### src/source/wbx_pkg.sv
//////////////////////////////////////////////////
// sizes, slave address map and shared types of the
// two-master, two-slave Wishbone crossbar; every
// design file refers to these by scoped name
//////////////////////////////////////////////////
`default_nettype none

package wbx_pkg;

	// port counts and bus widths
	localparam int NUM_MASTERS    = 2;
	localparam int NUM_SLAVES     = 2;
	localparam int ADDR_W         = 20;
	localparam int DATA_W         = 32;
	localparam int SEL_W          = 4;

	// pending counter is full at all ones, 15 requests
	localparam int PENDING_W      = 4;
	localparam int TIMEOUT_CYCLES = 31;
	localparam int TIMER_W        = $clog2(TIMEOUT_CYCLES + 1);

	typedef logic [ADDR_W-1:0]    addr_t;
	typedef logic [DATA_W-1:0]    data_t;
	typedef logic [SEL_W-1:0]     sel_t;
	typedef logic [PENDING_W-1:0] pending_t;
	typedef logic [TIMER_W-1:0]   timer_t;

	// one bit wider than needed so that NUM_SLAVES can mean no slave
	typedef logic [1:0] slave_idx_t;
	typedef logic [0:0] master_idx_t;

	localparam slave_idx_t NO_SLAVE = slave_idx_t'(NUM_SLAVES);

	// slave 0 at top nibble 0, slave 1 at top nibble 1
	localparam addr_t SLAVE_BASE [NUM_SLAVES] = '{20'h0_0000, 20'h1_0000};
	localparam addr_t SLAVE_MASK [NUM_SLAVES] = '{20'hf_0000, 20'hf_0000};

	typedef enum logic [1:0] {IDLE, GRANTED, ERROR} grant_state_e;

	// address to slave index, NO_SLAVE when unmapped
	function automatic slave_idx_t decode(input addr_t addr);
		slave_idx_t idx;
		idx = NO_SLAVE;
		for (int s = 0; s < NUM_SLAVES; s++)
		begin
			if (((addr ^ SLAVE_BASE[s]) & SLAVE_MASK[s]) == '0)
				idx = slave_idx_t'(s);
		end
		return idx;
	endfunction

endpackage

`default_nettype wire

### src/source/wbx_req_if.sv
//////////////////////////////////////////////////
// one master's Wishbone request bundle, driven at
// the top level and read by router and slave ports
//////////////////////////////////////////////////
`timescale 1ns/1ns
`default_nettype none

interface wbx_req_if;

	// cycle framing and strobe
	logic            cyc;
	logic            stb;
	logic            we;

	// payload of the request
	wbx_pkg::addr_t  addr;
	wbx_pkg::data_t  data;
	wbx_pkg::sel_t   sel;

	modport master (output cyc, stb, we, addr, data, sel);
	modport slave  (input  cyc, stb, we, addr, data, sel);

endinterface

`default_nettype wire

### src/source/wbx_grant_fsm.sv
//////////////////////////////////////////////////
// per-master grant FSM, builds master stall and
// muxes ack, err and read data from the held slave
//////////////////////////////////////////////////
`timescale 1ns/1ns
`default_nettype none

module wbx_grant_fsm (
	input  wire                              i_clk,
	input  wire                              i_rst_n,
	input  wire                              i_cyc,
	input  wire                              i_stb,
	input  wire wbx_pkg::slave_idx_t         i_target,
	input  wire                              i_available,
	input  wire                              i_full,
	input  wire                              i_empty,
	input  wire                              i_timed_out,
	input  wire [wbx_pkg::NUM_SLAVES-1:0]    i_sstall,
	input  wire [wbx_pkg::NUM_SLAVES-1:0]    i_sack,
	input  wire [wbx_pkg::NUM_SLAVES-1:0]    i_serr,
	input  wire wbx_pkg::data_t              i_sdata [wbx_pkg::NUM_SLAVES],
	output logic                             o_granted,
	output wbx_pkg::slave_idx_t              o_slave,
	output logic                             o_mstall,
	output logic                             o_mack,
	output logic                             o_merr,
	output wbx_pkg::data_t                   o_mdata
);

	wbx_pkg::grant_state_e r_state;
	wbx_pkg::grant_state_e next_state;
	wbx_pkg::slave_idx_t   r_slave;

	// return signals of the held slave
	logic            sel_stall;
	logic            sel_ack;
	logic            sel_err;
	wbx_pkg::data_t  sel_data;
	logic            in_grant;

	assign in_grant = (r_state == wbx_pkg::GRANTED);

	// return path mux, idle values when no slave held
	always_comb
	begin
		sel_stall = 1'b1;
		sel_ack   = 1'b0;
		sel_err   = 1'b0;
		sel_data  = '0;
		for (int s = 0; s < wbx_pkg::NUM_SLAVES; s++)
		begin
			if (r_slave == wbx_pkg::slave_idx_t'(s))
			begin
				sel_stall = i_sstall[s];
				sel_ack   = i_sack[s];
				sel_err   = i_serr[s];
				sel_data  = i_sdata[s];
			end
		end
	end

	//////////////////////////////////////////////////
	// state machine
	//////////////////////////////////////////////////

	always_comb
	begin
		next_state = r_state;
		case (r_state)
			wbx_pkg::IDLE:
			begin
				// unmapped address errors out, mapped one waits for its slave
				if (i_cyc && i_stb && (i_target == wbx_pkg::NO_SLAVE))
					next_state = wbx_pkg::ERROR;
				else if (i_cyc && i_stb && i_available)
					next_state = wbx_pkg::GRANTED;
			end
			wbx_pkg::GRANTED:
			begin
				// slave err releases the slave, watchdog gives own err
				if (!i_cyc || sel_err)
					next_state = wbx_pkg::IDLE;
				else if (i_timed_out)
					next_state = wbx_pkg::ERROR;
			end
			// error lasts a single cycle
			default:
				next_state = wbx_pkg::IDLE;
		endcase
	end

	always_ff @(posedge i_clk)
	begin
		if (!i_rst_n)
		begin
			r_state <= wbx_pkg::IDLE;
			r_slave <= wbx_pkg::NO_SLAVE;
		end
		else
		begin
			r_state <= next_state;
			// latch the slave index on the way into GRANTED
			if ((r_state == wbx_pkg::IDLE) && (next_state == wbx_pkg::GRANTED))
				r_slave <= i_target;
		end
	end

	//////////////////////////////////////////////////
	// master side outputs
	//////////////////////////////////////////////////

	// the slave port only issues while this is high, so a full
	// counter pauses issue without giving up the slave
	assign o_granted = in_grant && !i_full;
	assign o_slave   = r_slave;

	// stalled when not granted, aimed elsewhere, slave stalls or full
	assign o_mstall = !in_grant || (i_target != r_slave) || sel_stall || i_full;

	// an ack with nothing pending is dropped
	assign o_mack  = in_grant && sel_ack && !i_empty;
	assign o_merr  = (in_grant && sel_err) || (r_state == wbx_pkg::ERROR);
	assign o_mdata = in_grant ? sel_data : '0;

endmodule

`default_nettype wire

### src/source/wbx_pending_timer.sv
//////////////////////////////////////////////////
// counts one master's outstanding requests and runs
// the ack watchdog that ends a stuck bus cycle
//////////////////////////////////////////////////
`timescale 1ns/1ns
`default_nettype none

module wbx_pending_timer (
	input  wire   i_clk,
	input  wire   i_rst_n,
	input  wire   i_cyc,
	input  wire   i_accept,
	input  wire   i_ack,
	input  wire   i_err,
	output logic  o_full,
	output logic  o_empty,
	output logic  o_timed_out
);

	wbx_pkg::pending_t r_count;
	wbx_pkg::timer_t   r_timer;

	//////////////////////////////////////////////////
	// outstanding request count
	//////////////////////////////////////////////////

	// accept and ack together leave the count unchanged
	always_ff @(posedge i_clk)
	begin
		if (!i_rst_n || !i_cyc || i_err)
			r_count <= '0;
		else if (i_accept && !i_ack)
			r_count <= r_count + 1'b1;
		else if (!i_accept && i_ack)
			r_count <= r_count - 1'b1;
	end

	assign o_full  = &r_count;
	assign o_empty = (r_count == '0);

	//////////////////////////////////////////////////
	// ack watchdog
	//////////////////////////////////////////////////

	// any bus progress or an idle count restarts the countdown
	always_ff @(posedge i_clk)
	begin
		if (!i_rst_n || !i_cyc || i_err || i_accept || i_ack || o_empty)
			r_timer <= wbx_pkg::timer_t'(wbx_pkg::TIMEOUT_CYCLES);
		else if (r_timer != '0)
			r_timer <= r_timer - 1'b1;
	end

	// expired with requests still waiting
	assign o_timed_out = !o_empty && (r_timer == '0);

endmodule

`default_nettype wire

### src/source/wbx_request_router.sv
//////////////////////////////////////////////////
// decodes each master's address and tells its grant
// FSM whether the target slave can be taken now
//////////////////////////////////////////////////
`timescale 1ns/1ns
`default_nettype none

module wbx_request_router (
	wbx_req_if.slave                           i_req [wbx_pkg::NUM_MASTERS],
	input  wire [wbx_pkg::NUM_SLAVES-1:0]      i_slave_busy,
	output wbx_pkg::slave_idx_t                o_target [wbx_pkg::NUM_MASTERS],
	output logic [wbx_pkg::NUM_MASTERS-1:0]    o_available
);

	// master has a live strobe this cycle
	logic [wbx_pkg::NUM_MASTERS-1:0] req;
	// target slave already held by someone
	logic [wbx_pkg::NUM_MASTERS-1:0] target_busy;
	// lower numbered master wants the same slave
	logic [wbx_pkg::NUM_MASTERS-1:0] blocked;

	//////////////////////////////////////////////////
	// address decode
	//////////////////////////////////////////////////

	// interface arrays need constant indices, hence the generate
	for (genvar m = 0; m < wbx_pkg::NUM_MASTERS; m++)
	begin : g_decode
		assign req[m]      = i_req[m].cyc && i_req[m].stb;
		assign o_target[m] = wbx_pkg::decode(i_req[m].addr);
	end

	//////////////////////////////////////////////////
	// fixed priority, master 0 first
	//////////////////////////////////////////////////

	always_comb
	begin
		for (int m = 0; m < wbx_pkg::NUM_MASTERS; m++)
		begin
			// look up busy of the target, unmapped stays not busy
			target_busy[m] = 1'b0;
			for (int s = 0; s < wbx_pkg::NUM_SLAVES; s++)
			begin
				if (o_target[m] == wbx_pkg::slave_idx_t'(s))
					target_busy[m] = i_slave_busy[s];
			end

			// any lower master requesting the same slave wins
			blocked[m] = 1'b0;
			for (int l = 0; l < m; l++)
			begin
				if (req[l] && (o_target[l] == o_target[m]))
					blocked[m] = 1'b1;
			end

			o_available[m] = (o_target[m] != wbx_pkg::NO_SLAVE)
				&& !target_busy[m] && !blocked[m];
		end
	end

endmodule

`default_nettype wire

### src/source/wbx_slave_port.sv
//////////////////////////////////////////////////
// one slave port: finds the owning master and
// registers its request onto the slave bus
//////////////////////////////////////////////////
`timescale 1ns/1ns
`default_nettype none

module wbx_slave_port #(
	parameter int SLAVE_IDX = 0
) (
	input  wire                               i_clk,
	input  wire                               i_rst_n,
	wbx_req_if.slave                          i_req [wbx_pkg::NUM_MASTERS],
	input  wire [wbx_pkg::NUM_MASTERS-1:0]    i_granted,
	input  wire wbx_pkg::slave_idx_t          i_slave [wbx_pkg::NUM_MASTERS],
	input  wire                               i_sstall,
	input  wire                               i_serr,
	output logic                              o_busy,
	output logic                              o_scyc,
	output logic                              o_sstb,
	output logic                              o_swe,
	output wbx_pkg::addr_t                    o_saddr,
	output wbx_pkg::data_t                    o_sdata,
	output wbx_pkg::sel_t                     o_ssel
);

	// flat copies of the request interfaces
	logic [wbx_pkg::NUM_MASTERS-1:0] m_cyc;
	logic [wbx_pkg::NUM_MASTERS-1:0] m_stb;
	logic [wbx_pkg::NUM_MASTERS-1:0] m_we;
	wbx_pkg::addr_t                  m_addr [wbx_pkg::NUM_MASTERS];
	wbx_pkg::data_t                  m_data [wbx_pkg::NUM_MASTERS];
	wbx_pkg::sel_t                   m_sel  [wbx_pkg::NUM_MASTERS];

	logic [wbx_pkg::NUM_MASTERS-1:0] claim;
	logic                            any_claim;
	wbx_pkg::master_idx_t            owner;
	wbx_pkg::master_idx_t            r_owner;
	logic                            hit;
	logic                            keep;

	for (genvar m = 0; m < wbx_pkg::NUM_MASTERS; m++)
	begin : g_copy
		assign m_cyc[m]  = i_req[m].cyc;
		assign m_stb[m]  = i_req[m].stb;
		assign m_we[m]   = i_req[m].we;
		assign m_addr[m] = i_req[m].addr;
		assign m_data[m] = i_req[m].data;
		assign m_sel[m]  = i_req[m].sel;
	end

	//////////////////////////////////////////////////
	// owner select
	//////////////////////////////////////////////////

	// at most one master can claim, the router makes sure of that
	always_comb
	begin
		owner = r_owner;
		for (int m = 0; m < wbx_pkg::NUM_MASTERS; m++)
		begin
			claim[m] = i_granted[m]
				&& (i_slave[m] == wbx_pkg::slave_idx_t'(SLAVE_IDX));
			if (claim[m])
				owner = wbx_pkg::master_idx_t'(m);
		end
	end

	assign any_claim = |claim;
	// owner still aims at this slave
	assign hit  = (wbx_pkg::decode(m_addr[owner]) == wbx_pkg::slave_idx_t'(SLAVE_IDX));
	assign keep = (any_claim || o_scyc) && m_cyc[owner];
	// scyc keeps the slave taken while the owner is paused on a full count
	assign o_busy = any_claim || o_scyc;

	always_ff @(posedge i_clk)
	begin
		if (!i_rst_n)
			r_owner <= '0;
		else if (any_claim)
			r_owner <= owner;
	end

	//////////////////////////////////////////////////
	// registered slave request
	//////////////////////////////////////////////////

	always_ff @(posedge i_clk)
	begin
		if (!i_rst_n || i_serr || !keep)
		begin
			o_scyc <= 1'b0;
			o_sstb <= 1'b0;
		end
		else
		begin
			o_scyc <= 1'b1;
			// stb holds while the slave stalls
			if (!i_sstall)
				o_sstb <= any_claim && m_stb[owner] && hit;
		end
	end

	// payload follows the owner whenever the slave takes a beat
	always_ff @(posedge i_clk)
	begin
		if (!i_sstall)
		begin
			o_swe   <= m_we[owner];
			o_saddr <= m_addr[owner];
			o_sdata <= m_data[owner];
			o_ssel  <= m_sel[owner];
		end
	end

endmodule

`default_nettype wire

### src/source/wbx_top.sv
//////////////////////////////////////////////////
// crossbar top with flat packed master and slave
// ports, wiring FSMs, timers, router and slave ports
//////////////////////////////////////////////////
`timescale 1ns/1ns
`default_nettype none

module wbx_top (
	input  wire                                                i_clk,
	input  wire                                                i_rst_n,
	// master side
	input  wire [wbx_pkg::NUM_MASTERS-1:0]                     i_mcyc,
	input  wire [wbx_pkg::NUM_MASTERS-1:0]                     i_mstb,
	input  wire [wbx_pkg::NUM_MASTERS-1:0]                     i_mwe,
	input  wire [wbx_pkg::NUM_MASTERS*wbx_pkg::ADDR_W-1:0]     i_maddr,
	input  wire [wbx_pkg::NUM_MASTERS*wbx_pkg::DATA_W-1:0]     i_mdata,
	input  wire [wbx_pkg::NUM_MASTERS*wbx_pkg::SEL_W-1:0]      i_msel,
	output wire [wbx_pkg::NUM_MASTERS-1:0]                     o_mstall,
	output wire [wbx_pkg::NUM_MASTERS-1:0]                     o_mack,
	output wire [wbx_pkg::NUM_MASTERS-1:0]                     o_merr,
	output wire [wbx_pkg::NUM_MASTERS*wbx_pkg::DATA_W-1:0]     o_mdata,
	// slave side
	output wire [wbx_pkg::NUM_SLAVES-1:0]                      o_scyc,
	output wire [wbx_pkg::NUM_SLAVES-1:0]                      o_sstb,
	output wire [wbx_pkg::NUM_SLAVES-1:0]                      o_swe,
	output wire [wbx_pkg::NUM_SLAVES*wbx_pkg::ADDR_W-1:0]      o_saddr,
	output wire [wbx_pkg::NUM_SLAVES*wbx_pkg::DATA_W-1:0]      o_sdata,
	output wire [wbx_pkg::NUM_SLAVES*wbx_pkg::SEL_W-1:0]       o_ssel,
	input  wire [wbx_pkg::NUM_SLAVES-1:0]                      i_sstall,
	input  wire [wbx_pkg::NUM_SLAVES-1:0]                      i_sack,
	input  wire [wbx_pkg::NUM_SLAVES-1:0]                      i_serr,
	input  wire [wbx_pkg::NUM_SLAVES*wbx_pkg::DATA_W-1:0]      i_sdata
);

	wire wbx_pkg::slave_idx_t              target    [wbx_pkg::NUM_MASTERS];
	wire [wbx_pkg::NUM_MASTERS-1:0]        available;
	wire [wbx_pkg::NUM_MASTERS-1:0]        granted;
	wire wbx_pkg::slave_idx_t              gslave    [wbx_pkg::NUM_MASTERS];
	wire [wbx_pkg::NUM_MASTERS-1:0]        accept;
	wire [wbx_pkg::NUM_MASTERS-1:0]        full;
	wire [wbx_pkg::NUM_MASTERS-1:0]        empty;
	wire [wbx_pkg::NUM_MASTERS-1:0]        timed_out;
	wire [wbx_pkg::NUM_SLAVES-1:0]         slave_busy;
	wire wbx_pkg::data_t                   sdata     [wbx_pkg::NUM_SLAVES];

	wbx_req_if u_req [wbx_pkg::NUM_MASTERS] ();

	//////////////////////////////////////////////////
	// master side, one FSM and one timer per master
	//////////////////////////////////////////////////

	for (genvar m = 0; m < wbx_pkg::NUM_MASTERS; m++)
	begin : g_master
		assign u_req[m].cyc  = i_mcyc[m];
		assign u_req[m].stb  = i_mstb[m];
		assign u_req[m].we   = i_mwe[m];
		assign u_req[m].addr = i_maddr[m*wbx_pkg::ADDR_W +: wbx_pkg::ADDR_W];
		assign u_req[m].data = i_mdata[m*wbx_pkg::DATA_W +: wbx_pkg::DATA_W];
		assign u_req[m].sel  = i_msel[m*wbx_pkg::SEL_W +: wbx_pkg::SEL_W];

		// Wishbone accept, strobe seen while not stalled
		assign accept[m] = i_mstb[m] && !o_mstall[m];

		wbx_grant_fsm u_fsm (
			.i_clk       (i_clk),
			.i_rst_n     (i_rst_n),
			.i_cyc       (i_mcyc[m]),
			.i_stb       (i_mstb[m]),
			.i_target    (target[m]),
			.i_available (available[m]),
			.i_full      (full[m]),
			.i_empty     (empty[m]),
			.i_timed_out (timed_out[m]),
			.i_sstall    (i_sstall),
			.i_sack      (i_sack),
			.i_serr      (i_serr),
			.i_sdata     (sdata),
			.o_granted   (granted[m]),
			.o_slave     (gslave[m]),
			.o_mstall    (o_mstall[m]),
			.o_mack      (o_mack[m]),
			.o_merr      (o_merr[m]),
			.o_mdata     (o_mdata[m*wbx_pkg::DATA_W +: wbx_pkg::DATA_W])
		);

		wbx_pending_timer u_timer (
			.i_clk       (i_clk),
			.i_rst_n     (i_rst_n),
			.i_cyc       (i_mcyc[m]),
			.i_accept    (accept[m]),
			.i_ack       (o_mack[m]),
			.i_err       (o_merr[m]),
			.o_full      (full[m]),
			.o_empty     (empty[m]),
			.o_timed_out (timed_out[m])
		);
	end

	wbx_request_router u_router (
		.i_req        (u_req),
		.i_slave_busy (slave_busy),
		.o_target     (target),
		.o_available  (available)
	);

	//////////////////////////////////////////////////
	// slave side, one registered port per slave
	//////////////////////////////////////////////////

	for (genvar s = 0; s < wbx_pkg::NUM_SLAVES; s++)
	begin : g_slave
		assign sdata[s] = i_sdata[s*wbx_pkg::DATA_W +: wbx_pkg::DATA_W];

		wbx_slave_port #(
			.SLAVE_IDX (s)
		) u_port (
			.i_clk     (i_clk),
			.i_rst_n   (i_rst_n),
			.i_req     (u_req),
			.i_granted (granted),
			.i_slave   (gslave),
			.i_sstall  (i_sstall[s]),
			.i_serr    (i_serr[s]),
			.o_busy    (slave_busy[s]),
			.o_scyc    (o_scyc[s]),
			.o_sstb    (o_sstb[s]),
			.o_swe     (o_swe[s]),
			.o_saddr   (o_saddr[s*wbx_pkg::ADDR_W +: wbx_pkg::ADDR_W]),
			.o_sdata   (o_sdata[s*wbx_pkg::DATA_W +: wbx_pkg::DATA_W]),
			.o_ssel    (o_ssel[s*wbx_pkg::SEL_W +: wbx_pkg::SEL_W])
		);
	end

endmodule

`default_nettype wire

### config.mk
export PLATFORM = sky130hd
export DESIGN_NAME = wbx_top
export DESIGN_NICKNAME = d
export VERILOG_FILES = /design/src/source/wbx_pkg.sv /design/src/source/wbx_req_if.sv /design/src/source/wbx_grant_fsm.sv /design/src/source/wbx_pending_timer.sv /design/src/source/wbx_request_router.sv /design/src/source/wbx_slave_port.sv /design/src/source/wbx_top.sv
export SDC_FILE = /design/constraint.sdc
export NUM_CORES = 1
export LEC_CHECK = 0
export BUFFER_PORTS_ARGS = -buffer_cell sky130_fd_sc_hd__buf_2
export CORE_AREA = 2 2 148 150
export CTS_BUF_LIST = sky130_fd_sc_hd__clkbuf_4 sky130_fd_sc_hd__clkbuf_8
export DETAILED_ROUTE_END_ITERATION = 10
export DIE_AREA = 0 0 150 152
export PLACE_DENSITY_LB_ADDON = 0.3
export SKIP_LAST_GASP = 1
export SYNTH_ARGS = -nofsm -noshare
export SYNTH_HDL_FRONTEND = slang
export SYNTH_HIERARCHICAL = 1
export SYNTH_SLANG_ARGS = --single-unit
export TNS_END_PERCENT = 30
### constraint.sdc
create_clock -name i_clk -period 3.4 [get_ports i_clk]
set_input_delay 0.17 -clock i_clk [delete_from_list [all_inputs] [get_ports i_clk]]
set_output_delay 0.17 -clock i_clk [all_outputs]
set_load 0.02 [all_outputs]
# [Word level (Yosys, flattened, before mapping)]
# Cells that the tools add are included.
[word_totals] register_bits=146 latch_bits=0 mem_bits_rw=0 rom_bits=0 output_inout_bits=188 n_memories=0
[op_classes] n_addsub=6 mul=0 div_mod_pow=0 magnitude_cmp=4 n_eq_ne=18 shift=0 muxes=81 bitwise=6 reduce_logical=111
[ops] op="$mux W32" n=12
[ops] op="$logic_not A20 Y1" n=8
[ops] op="$mux W20" n=6
[ops] op="$mux W4" n=10
[ops] op="$logic_and A1 B1 Y1" n=38
[ops] op="$mux W1" n=35
[ops] op="$mux W2" n=16
[ops] op="$logic_or A1 B1 Y1" n=26
[ops] op="$logic_not A1 Y1" n=20
[ops] op="$eq A2 B1 Y1 const B" n=9
[ops] op="$logic_not A2 Y1" n=7
[ops] op="$logic_not A5 Y1" n=2
[ops] op="$reduce_bool A5 Y1" n=2
[ops] op="$sub A5 B1 Y5 const B" n=2
[ops] op="$add A4 B1 Y4 const B" n=2
[ops] op="$eq A2 B2 Y1 const B" n=4
[ops] op="$logic_not A4 Y1" n=2
[ops] op="$pmux W2 S2" n=2
[ops] op="$reduce_and A4 Y1" n=2
[ops] op="$sub A4 B1 Y4 const B" n=2
[ops] op="$ge A2 B2 Y1 const B" n=2
[ops] op="$lt A1 B2 Y1 const B" n=2
[ops] op="$ne A2 B2 Y1" n=2
[ops] op="$ne A2 B2 Y1 const B" n=2
[ops] op="5 further kinds" n=11

# [Depth between registers and ports, before layout]
# Gate-level depths: netlist of the first run.
[logic_depth] ltp_word=17 mapped_depth=14

# [By module]
# The synthesis of the first run kept the hierarchy.
[by_module_without_submodules] mod="wbx_slave_port (g_slave[1].u_port)" n_inst=1 cells_each=153 area_each_um2=2837.7 seq_area_each_um2=1771.7
[by_module_without_submodules] mod="wbx_slave_port (g_slave[0].u_port)" n_inst=1 cells_each=154 area_each_um2=2682.6 seq_area_each_um2=1771.7
[by_module_without_submodules] mod="wbx_grant_fsm" n_inst=2 cells_each=105 area_each_um2=785.8 seq_area_each_um2=80.1
[by_module_without_submodules] mod="wbx_pending_timer" n_inst=2 cells_each=57 area_each_um2=545.5 seq_area_each_um2=180.2
[by_module_without_submodules] mod="wbx_request_router" n_inst=1 cells_each=15 area_each_um2=116.4 seq_area_each_um2=0.0
[by_module_without_submodules] mod="wbx_top" n_inst=1 cells_each=2 area_each_um2=27.5 seq_area_each_um2=0.0

# [Least setup slack after synthesis of the first run]
# OpenSTA, ideal clock, no wires.
[synth_path] kind="flip-flop to flip-flop" startpoint="register g_master[0].u_fsm.r_state[1]" endpoint="register g_master[0].u_timer.r_count[3]" setup_time_ns=0.123 t_arrival_ns=2.986 required_time_ns=3.277 setup_slack_ns=0.291 stages_incl_launch_ff=13 n_path_buf=1 path_cell_list="dfxtp_1 -> nand2b_4 -> or2_1 -> buf_6 -> nor3_1 -> inv_1 -> ha_1 -> inv_1 -> ha_1 -> a21oi_1 -> a211oi_2 -> a31oi_1 -> mux2_1"
[synth_between] word_cells_on_any_way=19 classes_between="eq/ne: 2; mux: 1; reduce/logical: 16"
[synth_lines] item="start: declaration" line="wbx_grant_fsm.sv:30" source="wbx_pkg::grant_state_e r_state;"
[synth_lines] item="start signal: assignment" line="wbx_grant_fsm.sv:96" source="r_state <= wbx_pkg::IDLE;"
[synth_lines] item="start signal: assignment" line="wbx_grant_fsm.sv:101" source="r_state <= next_state;"
[synth_lines] item="$eq A2 B1 Y1 (*)" line="wbx_grant_fsm.sv:41" source="assign in_grant = (r_state == wbx_pkg::GRANTED);"
[synth_lines] item="$logic_and A1 B1 Y1 (*) (2 in a row)" line="wbx_grant_fsm.sv:121" source="assign o_mack = in_grant && sel_ack && !i_empty;"
[synth_lines] item="named net o_mack (one bit)" line="wbx_top.sv:19" source="output wire [wbx_pkg::NUM_MASTERS-1:0] o_mack,"
[synth_lines] item="$logic_not A1 Y1" line="wbx_pending_timer.sv:32" source="else if (i_accept && !i_ack)"
[synth_lines] item="$logic_and A1 B1 Y1" line="wbx_pending_timer.sv:32"
[synth_lines] item="$mux W4 / $reduce_bool A2 Y1 (equally long branches)"
[synth_lines] item="end signal: assignment" line="wbx_pending_timer.sv:33" source="r_count <= r_count + 1'b1;"
[synth_lines] item="end signal: assignment" line="wbx_pending_timer.sv:35" source="r_count <= r_count - 1'b1;"
[synth_lines] item="end: declaration" line="wbx_pending_timer.sv:20" source="wbx_pkg::pending_t r_count;"
# Mark *: on every way through the listed nets, which the timed path passes. The rest lies on a longest branch.
# A chain may end at the register's enable or synchronous reset.

# [Final worst setup path of the first run]
[layout_path] startpoint="register g_master[0].u_timer.r_count[0]" endpoint="register g_slave[0].u_port.o_sdata[17], data pin"
[layout_between] elab_chain_cells=10
[layout_lines] item="$reduce_and A4 Y1" line="wbx_pending_timer.sv:38" source="assign o_full = &r_count;"
[layout_lines] item="named net full (one bit)" line="wbx_top.sv:40" source="wire [wbx_pkg::NUM_MASTERS-1:0] full;"
[layout_lines] item="$logic_not A1 Y1" line="wbx_grant_fsm.sv:114" source="assign o_granted = in_grant && !i_full;"
[layout_lines] item="$logic_and A1 B1 Y1" line="wbx_grant_fsm.sv:114"
[layout_lines] item="named net granted (one bit)" line="wbx_top.sv:37" source="wire [wbx_pkg::NUM_MASTERS-1:0] granted;"
[layout_lines] item="$logic_and A1 B1 Y1" line="wbx_slave_port.sv:63" source="&& (i_slave[m] == wbx_pkg::slave_idx_t'(SLAVE_IDX));"
[layout_lines] item="$mux W1 (2 in a row)" line="wbx_slave_port.sv:64" source="if (claim[m])"
[layout_lines] item="$not A1 Y2 (implied by the code)" line="wbx_slave_port.sv:111" source="o_sdata <= m_data[owner];"
[layout_lines] item="$mux W32 (implied by the code) (3 in a row)" line="wbx_slave_port.sv:111"
[layout_lines] item="end signal: assignment" line="wbx_slave_port.sv:111"
[layout_lines] item="end: declaration" line="wbx_slave_port.sv:23" source="output wbx_pkg::data_t o_sdata,"
# The timed path passes the listed nets, and every way through them passes these cells. The select of a mux whose other input is x is not followed.

==> run summary, run 1 <==
Max Fanout on Critical Path - 59
Post-CTS Setup Repair Bufs - 0
Global placement routability congestion - 0.805
Initial core utilization - 39.0%
Endpoint of the most critical register-to-register path - g_slave[0].u_port/o_sdata[17]
Share of post-route cells with drive strength above 1 - 52.9%
Global-route met1 utilization - 23.3%
Xor and xnor area share after synthesis - 1.23%
Chip height - 152 µm
Residual DRC count - 0
Final critical-path setup slack - 0.253 ns
Vias in the first global route - 6,361
Clock tree from TritonCTS - built
Post-Layout Inst Area - 0.0110 mm²
Clock period minus final worst setup slack - 3.15 ns
Global routing's busiest layer - met2
Average cell area after synthesis - 12.8 µm²
Fraction of the yosys area taken by sequential cells - 48.8%
Max_cap viols - 0
Horizontal extent of the die - 150 µm
Boundary Pins - 378
Classification of the worst-slack hold path - in2reg
Placed instance count - 1,285
Library cells used by synthesis - 66
Final period util - 92.6%
Slew @ Worst Pin - 0.583 ns
Peak VDD IR - 236 µV
Pwr dens - 360 mW/mm²
Number of CTS-inserted buffers - 17
Total routing resource utilization after global routing - 19.4%
FILL cells - 1,922
Global route overflow - 0
Endpoint arrival time on the critical path - 3.35 ns
Largest buffer count on any clock path - 2
Largest family of logic cells by synthesized area - multiplexers
H-tree lvl count - 4
Highest-count cells in the layout ignoring fill and taps - 377 x sky130_fd_sc_hd__buf_2, 114 x sky130_fd_sc_hd__edfxtp_1, 96 x sky130_fd_sc_hd__nor2_1
Post-synthesis compound-gate area fraction - 4.55%
Vias - 6,530
Post-Syn Nets - 848
CP Data Required Time - 3.61 ns
Grt met2 use - 34.8%
Most common cell after layout, fill and taps aside - sky130_fd_sc_hd__buf_2
Largest net degree at the start of global routing - 60
Area growth from synthesis to layout - 31.6%
Drt wl/cell - 17.2 µm
Area used by multi-input combinational logic - 0.00390 mm²
Clk_lat worst skew - 0.44 ns
Adder-cell share of the synthesized area - 1.68%
Total setup violations reported at the end of the flow - 0
Worst setup path class - reg2reg
Total power consumption of the routed design - 3950 µW
Site Rows - 54
Total die area - 0.0228 mm²
Quantity of I/O buffers inserted on ports - 377
Area share of the largest cell type after synthesis - 41.1%
Instance area at placement - 0.0104 mm²
Non-filler cells in the finished layout - 1,335
Number of buffers inserted for hold repair after clock tree synthesis - 15
Setup Skew - 0.0206 ns
Global-route wire length before repair - 34.6 mm
Number of pins exceeding their max-slew limit in the final report - 0
Clock transition at the registers of the reported paths - 0.11 ns
Status - finished, final reports clean
Critical Path End - g_slave[0].u_port/o_sdata[17]
Number of cells produced by synthesis - 648
Yosys warns - 6
Number of DRC violations after detailed-routing iteration 0 - 328
CP startpoint - g_master[0].u_timer/r_count[0]
Async set-reset flop share out of synthesis - 0%
Leading post-synthesis cells by cell area - sky130_fd_sc_hd__edfxtp_1 41%, sky130_fd_sc_hd__mux2_2 9.5%, sky130_fd_sc_hd__mux2i_1 8.9%
Tightest slew margin relative to the limit - 61.1%
Area taken by flip-flops and latches - 0.00407 mm²
Capturing element type of the critical path - register
Number of antenna violations at the first check in global routing - 2
Max Clock Freq - 318 MHz
Setup TNS - 0 ns
Clk sink count - 146
Synthesized flop and latch total - 146
Floorplan core area - 0.0214 mm²
Mux share of post-synthesis cell area - 25.9%
Number of hold violations in the final report - 0
Net count, final - 1,241
Worst R2R Start - g_master[0].u_timer/r_count[0]
Number of synthesized flops with an enable pin - 114
Leading register cell type out of synthesis - sky130_fd_sc_hd__edfxtp_1
CP Launch Type - register
Setup repair after global routing missed its margin - false
Detailed placer's ending HPWL - 17.1 mm
R2R setup slack - 0.25 ns
Worst-case setup slack after placement - 0.245 ns
Register-to-Register Path Depth - 7
Grt met3 use - 5.05%
Library cell occupying the most area in the post-synthesis netlist - sky130_fd_sc_hd__edfxtp_1
Count of instances resized after the clock tree is built - 0
Post-synthesis share of cell area spent on and, or, nand and nor gates - 13.5%
Cell Area, Synth - 0.00833 mm²
Final wirelength - 23.0 mm
Final antenna-violating net count - 0
CTS Root Cell - sky130_fd_sc_hd__clkbuf_8
Initial DRT Pass Iterations - 7
Lkg Pwr - 0.00478 µW
Vias per std cell - 4.89
==> metrics by stage <==
| step | hold slack (ns) | util (%) |
|---|---|---|
| after floorplan | 0.292 | - |
| after global placement | 0.451 | 48.7 |
| after detailed placement | 0.457 | 48.7 |
| after CTS | 0.000417 | 51.2 |
| after global routing | 0.00306 | 51.3 |
| final | 0.0385 | 51.3 |
==> logic make-up (layout without fill, tap and decap cells) <==
logic type | count (synthesis) | in the layout
AOI/OAI and AO/OA | 45 | 45
xor gates and xnor gates | 10 | 10
adders and majority gates | 10 | 10
buffers and inverters | 51 | 457
DFF | 146 | 146
muxes | 190 | 190
other | 0 | 1
and+or+nand+nor | 196 | 196
==> layout make-up <==
cell class | instances | area share [%]
flip-flops and latches | 146 | 37.1
multi-input cells | 451 | 35.6
repair buffers | 406 | 19.8
well taps | 280 | 3.20
clock buffers | 17 | 2.13
clock inverters | 15 | 1.45
inverters | 19 | 0.651
diodes | 1 | 0.0228
==> flip-flops by register name (all words and copies together) (netlist names), 4 cells and up <==
signal                    cells
g_slave.u_port/o_saddr       40
g_master.u_fsm/o_slave        4
g_master.u_timer/r_count      8
g_master.u_fsm/r_state        4
g_master.u_timer/r_timer     10
g_slave.u_port/o_ssel         8
g_slave.u_port/o_sdata       64
==> power breakdown <==
| part | leakage [µW] | switching (µW) | internal [µW] |
|---|---|---|---|
| sequential | 0.00138 | 23.2 | 2030 |
| combinational | 0.00320 | 315 | 243 |
| clock | 0.000198 | 788 | 554 |
| total | 0.00478 | 1130 | 2820 |
==> critical path, stage by stage, from the launching register on <==
cell                            delay, ns
sky130_fd_sc_hd__dfxtp_1             0.42
sky130_fd_sc_hd__and4_2              0.22
sky130_fd_sc_hd__nor2_1              0.31
sky130_fd_sc_hd__or3b_4              0.47
sky130_fd_sc_hd__a21oi_4             0.18
sky130_fd_sc_hd__buf_12              0.30
sky130_fd_sc_hd__mux2_2              0.38
sky130_fd_sc_hd__dlygate4sd3_1       0.56
==> routing by layer <==
metal / routed length, µm / vias to the layer above
met3: 1780 / 24
met5: 13 / -
met4: 278 / 2
li1: - / 3177
met1: 9220 / 3066
met2: 11700 / 261
==> synthesized netlist by cell type (all sizes together), types with 2 or more instances <==
cell type / instances
o21ai: 12
nand2: 25
ha: 8
o211ai: 2
mux2: 116
fa: 2
nor2b: 9
and4: 2
nand2b: 6
o311ai: 2
nor4: 4
a31oi: 2
nand3b: 10
or3b: 2
or3: 6
or2: 2
inv: 19
edfxtp: 114
dfxtp: 32
nor3b: 5
o22ai: 4
o31ai: 4
nor2: 96
xor2: 2
mux2i: 74
a21oi: 8
a221oi: 2
nor3: 9
xnor2: 8
nand3: 5
a211oi: 3
buf: 32
or4b: 2
and4b: 4
and3b: 5
==> how the worst min path moves through the flow <==
stage | start | endpoint | slack, ns | cells after the start
3_3_place_gp | g_master[0].u_timer/r_timer[4] | g_master[0].u_timer/r_timer[4] | 0.45 | 2
5_1_grt | i_mdata[62] | g_slave[0].u_port/o_sdata[30] | 0.003 | 2
6_report | i_mdata[24] | g_slave[0].u_port/o_sdata[24] | 0.04 | 2
2_1_floorplan | i_rst_n | g_slave[1].u_port/r_owner | 0.29 | 1
4_1_cts | i_mdata[24] | g_slave[0].u_port/o_sdata[24] | 0.0004 | 2
3_5_place_dp | g_master[0].u_timer/r_timer[4] | g_master[0].u_timer/r_timer[4] | 0.46 | 2
No activity file was read; power rests on OpenSTA's default activity.
==> inputs of run 2 (changes only) <==
--- a/config.mk
+++ b/config.mk
@@ -5,11 +5,12 @@
 export SDC_FILE = /design/constraint.sdc
 export NUM_CORES = 1
 export LEC_CHECK = 0
+export ABC_AREA = 1
 export BUFFER_PORTS_ARGS = -buffer_cell sky130_fd_sc_hd__buf_2
-export CORE_AREA = 2 2 148 150
+export CORE_AREA = 2 2 145 147
 export CTS_BUF_LIST = sky130_fd_sc_hd__clkbuf_4 sky130_fd_sc_hd__clkbuf_8
 export DETAILED_ROUTE_END_ITERATION = 10
-export DIE_AREA = 0 0 150 152
+export DIE_AREA = 0 0 147 149
 export PLACE_DENSITY_LB_ADDON = 0.3
 export SKIP_LAST_GASP = 1
 export SYNTH_ARGS = -nofsm -noshare
==> run 2 against run 1 <==
Combinational power rose by 17%. Highest routed layer is now met4. Critical path type unchanged. Critical endpoint is now g_slave[0].u_port/o_sdata[8]. Non-clock buffer count rose by 135. Clock skew fell by 0.0046 ns. Count of clock-buffer cells in the layout did not move.
==> run summary, run 2 <==
Drt wl/cell - 16.5 µm (was 17.2 µm)
Final wirelength - 30.8 mm (was 23.0 mm)
Total setup violations reported at the end of the flow - 0 (unchanged)
Total routing resource utilization after global routing - 27.4% (was 19.4%)
Setup Skew - 0.0160 ns (was 0.0206 ns)
Post-Layout Inst Area - 0.0123 mm² (was 0.0110 mm²)
Clock period minus final worst setup slack - 2.91 ns (was 3.15 ns)
Vias - 9,397 (was 6,530)
Number of antenna violations at the first check in global routing - 1 (was 2)
Residual DRC count - 0 (unchanged)
Initial core utilization - 41.3% (was 39.0%)
Lkg Pwr - 0.00576 µW (was 0.00478 µW)
Total die area - 0.0219 mm² (was 0.0228 mm²)
Yosys warns - 6 (unchanged)
Global placement routability congestion - 0.861 (was 0.805)
Number of synthesized flops with an enable pin - 114 (unchanged)
Vias in the first global route - 9,139 (was 6,361)
CP Launch Type - register (unchanged)
Clk_lat worst skew - 0.45 ns (was 0.44 ns)
Most numerous cell in the Yosys netlist - sky130_fd_sc_hd__nand2_1 (was sky130_fd_sc_hd__edfxtp_1)
Number of CTS-inserted buffers - 17 (unchanged)
Synthesized flop and latch total - 146 (unchanged)
Global route overflow - 0 (unchanged)
Area share of the largest cell type after synthesis - 40.4% (was 41.1%)
Most common cell after layout, fill and taps aside - sky130_fd_sc_hd__nand2_1 (was sky130_fd_sc_hd__buf_2)
Cell Area, Synth - 0.00848 mm² (was 0.00833 mm²)
Slew @ Worst Pin - 0.798 ns (was 0.583 ns)
Library cell occupying the most area in the post-synthesis netlist - sky130_fd_sc_hd__edfxtp_1 (unchanged)
Average cell area after synthesis - 7.95 µm² (was 12.8 µm²)
Setup TNS - 0 ns (unchanged)
Number of pins exceeding their max-slew limit in the final report - 0 (unchanged)
Share of total power in sequential cells - 49.2% (was 51.9%)
Pwr dens - 335 mW/mm² (was 360 mW/mm²)
Capturing element type of the critical path - register (unchanged)
Quantity of I/O buffers inserted on ports - 377 (unchanged)
Library cells used by synthesis - 38 (was 66)
CP Data Required Time - 3.73 ns (was 3.61 ns)
Site Rows - 53 (was 54)
Net switching power figure - 1110 µW (was 1130 µW)
Tightest slew margin relative to the limit - 46.7% (was 61.1%)
CTS Root Cell - sky130_fd_sc_hd__clkbuf_8 (unchanged)
Chip height - 149 µm (was 152 µm)
Global-route wire length before repair - 47.3 mm (was 34.6 mm)
Leading register cell type out of synthesis - sky130_fd_sc_hd__edfxtp_1 (unchanged)
Count of instances resized after the clock tree is built - 0 (unchanged)
Endpoint arrival time on the critical path - 3.23 ns (was 3.35 ns)
Largest net degree at the start of global routing - 59 (was 60)
Setup repair after global routing missed its margin - false (unchanged)
Post-Syn Nets - 1,267 (was 848)
Initial DRT Pass Iterations - 5 (was 7)
Clk sink count - 146 (unchanged)
Switching share of power - 26.7% (was 28.5%)
Fraction of the yosys area taken by sequential cells - 47.9% (was 48.8%)
Number of DRC violations after detailed-routing iteration 0 - 450 (was 328)
Area growth from synthesis to layout - 45.6% (was 31.6%)
Floorplan core area - 0.0206 mm² (was 0.0214 mm²)
Number of cells produced by synthesis - 1,067 (was 648)
Instance area at placement - 0.0105 mm² (was 0.0104 mm²)
Detailed placer's ending HPWL - 20.2 mm (was 17.1 mm)
H-tree lvl count - 4 (unchanged)
Largest buffer count on any clock path - 2 (unchanged)
Classification of the worst-slack hold path - in2reg (unchanged)
Async set-reset flop share out of synthesis - 0% (unchanged)
Max Clock Freq - 344 MHz (was 318 MHz)
Top reg by flops - g_slave.u_port/o_sdata (unchanged)
Number of hold violations in the final report - 0 (unchanged)
Top cells by count, synth - 484 x sky130_fd_sc_hd__nand2_1, 114 x sky130_fd_sc_hd__edfxtp_1, 86 x sky130_fd_sc_hd__nand3_1, 73 x sky130_fd_sc_hd__a21oi_1, 68 x sky130_fd_sc_hd__inv_1 (was 114 x sky130_fd_sc_hd__edfxtp_1, 96 x sky130_fd_sc_hd__nor2_1, 74 x sky130_fd_sc_hd__mux2i_1, 70 x sky130_fd_sc_hd__mux2_2, 32 x sky130_fd_sc_hd__dfxtp_1)
Final antenna-violating net count - 0 (unchanged)
Status - finished, final reports clean (unchanged)
Gate power share - 15.7% (was 14.1%)
Number of flip-flops under the largest register name - 64 (unchanged)
Vias per std cell - 5.04 (was 4.89)
Clock transition at the registers of the reported paths - 0.09 ns (was 0.11 ns)
Highest-count cells in the layout ignoring fill and taps - 484 x sky130_fd_sc_hd__nand2_1, 377 x sky130_fd_sc_hd__buf_2, 148 x sky130_fd_sc_hd__dlygate4sd3_1 (was 377 x sky130_fd_sc_hd__buf_2, 114 x sky130_fd_sc_hd__edfxtp_1, 96 x sky130_fd_sc_hd__nor2_1)
Boundary Pins - 378 (unchanged)
Leading post-synthesis cells by cell area - sky130_fd_sc_hd__edfxtp_1 40%, sky130_fd_sc_hd__nand2_1 21%, sky130_fd_sc_hd__dfxtp_1 7.6% (was sky130_fd_sc_hd__edfxtp_1 41%, sky130_fd_sc_hd__mux2_2 9.5%, sky130_fd_sc_hd__mux2i_1 8.9%)
Max_cap viols - 0 (unchanged)
Peak VDD IR - 184 µV (was 236 µV)
Max Fanout on Critical Path - 53 (was 59)
Cell internal power dissipation - 3030 µW (was 2820 µW)
Worst setup path class - reg2reg (unchanged)
Net count, final - 1,777 (was 1,241)
Registers with the most flip-flops - g_slave.u_port/o_sdata x64, g_slave.u_port/o_saddr x40, g_master.u_timer/r_timer x10 (unchanged)
Clock tree from TritonCTS - built (unchanged)
Final period util - 85.5% (was 92.6%)
Horizontal extent of the die - 147 µm (was 150 µm)
Part of the power in the clock network - 35.1% (was 34.0%)
Share of post-route cells with drive strength above 1 - 31.3% (was 52.9%)
run 2: timing repair:
action / CTS / global route
buffers inserted: 0 / 0
hold buffers: 148 / 0
hold endpoints to repair: 103 / 0
run 2: final cells by class:
class | instances | area, µm²
Multi-Input combinational cell | 793 | 3740
Sequential cell | 146 | 4060
Tap cell | 275 | 344
Fill cell | 1740 | 8210
Clock buffer | 17 | 234
Inverter | 78 | 293
Antenna cell | 1 | 2.50
Clock inverter | 15 | 178
Timing Repair Buffer | 541 | 3490
run 2: layer usage:
metal	vias up	track usage (%)	wire length (µm)
li1	4473	-	-
met1	4320	30.8	11300
met2	508	48.4	15200
met3	96	6.09	2660
met4	0	15.4	1650
met5	-	0	0
run 2: final timing paths:
path	from	slack [ns]	cells past startpoint	end
max reg2reg	g_master[1].u_timer/r_count[0]	0.49	10	g_slave[0].u_port/o_sdata[8]
min	i_mdata[56]	0.03	3	g_slave[1].u_port/o_sdata[24]
min reg2reg	g_master[1].u_timer/r_timer[4]	0.47	2	g_master[1].u_timer/r_timer[4]
max	g_master[1].u_timer/r_count[0]	0.49	10	g_slave[0].u_port/o_sdata[8]
run 2: power by group through the flow:
stage | registers (µW) | clock network, µW | logic (µW)
finish | 2030 | 1450 | 651
floorplan | 2170 | 0 | 127
global route | 2040 | 1550 | 693
CTS | 2030 | 1480 | 632
global placement | 2070 | 0 | 487
detailed placement | 2070 | 0 | 493
run 2: logic make-up after synthesis:
logic type | after synthesis | share of synthesized area [%]
adders and majority gates | 10 | 1.65
and+or+nand+nor | 684 | 35.8
buffers and inverters | 128 | 7.97
AOI/OAI and AO/OA | 93 | 6.09
DFF | 146 | 47.9
xor gates and xnor gates | 6 | 0.620
run 2: metrics by stage:
| stage | total power [µW] | util, % | setup WS, ns | hold WS, ns | instances |
|---|---|---|---|---|---|
| final | 4130 | 60.1 | 0.494 | 0.0284 | 1866 |
| after global routing | 4280 | 60.1 | 0.237 | 0.0159 | 1866 |
| after CTS | 4140 | 60.0 | 0.522 | 0.000606 | 1865 |
| after detailed placement | 2560 | 50.8 | 0.811 | 0.452 | 1685 |
| after global placement | 2560 | 50.8 | 0.920 | 0.449 | 1685 |
| after floorplan | 2300 | - | 0.898 | 0.255 | 1067 |
run 2: critical path, stage by stage (launching register included):
cell,delay [ns]
sky130_fd_sc_hd__dfxtp_1,0.41
sky130_fd_sc_hd__inv_1,0.10
sky130_fd_sc_hd__nor4_1,0.30
sky130_fd_sc_hd__nor2_1,0.16
sky130_fd_sc_hd__nand2_2,0.20
sky130_fd_sc_hd__nand2_4,0.17
sky130_fd_sc_hd__inv_2,0.11
sky130_fd_sc_hd__buf_4,0.51
sky130_fd_sc_hd__nand2_1,0.15
sky130_fd_sc_hd__nand2_1,0.09
sky130_fd_sc_hd__dlygate4sd3_1,0.55
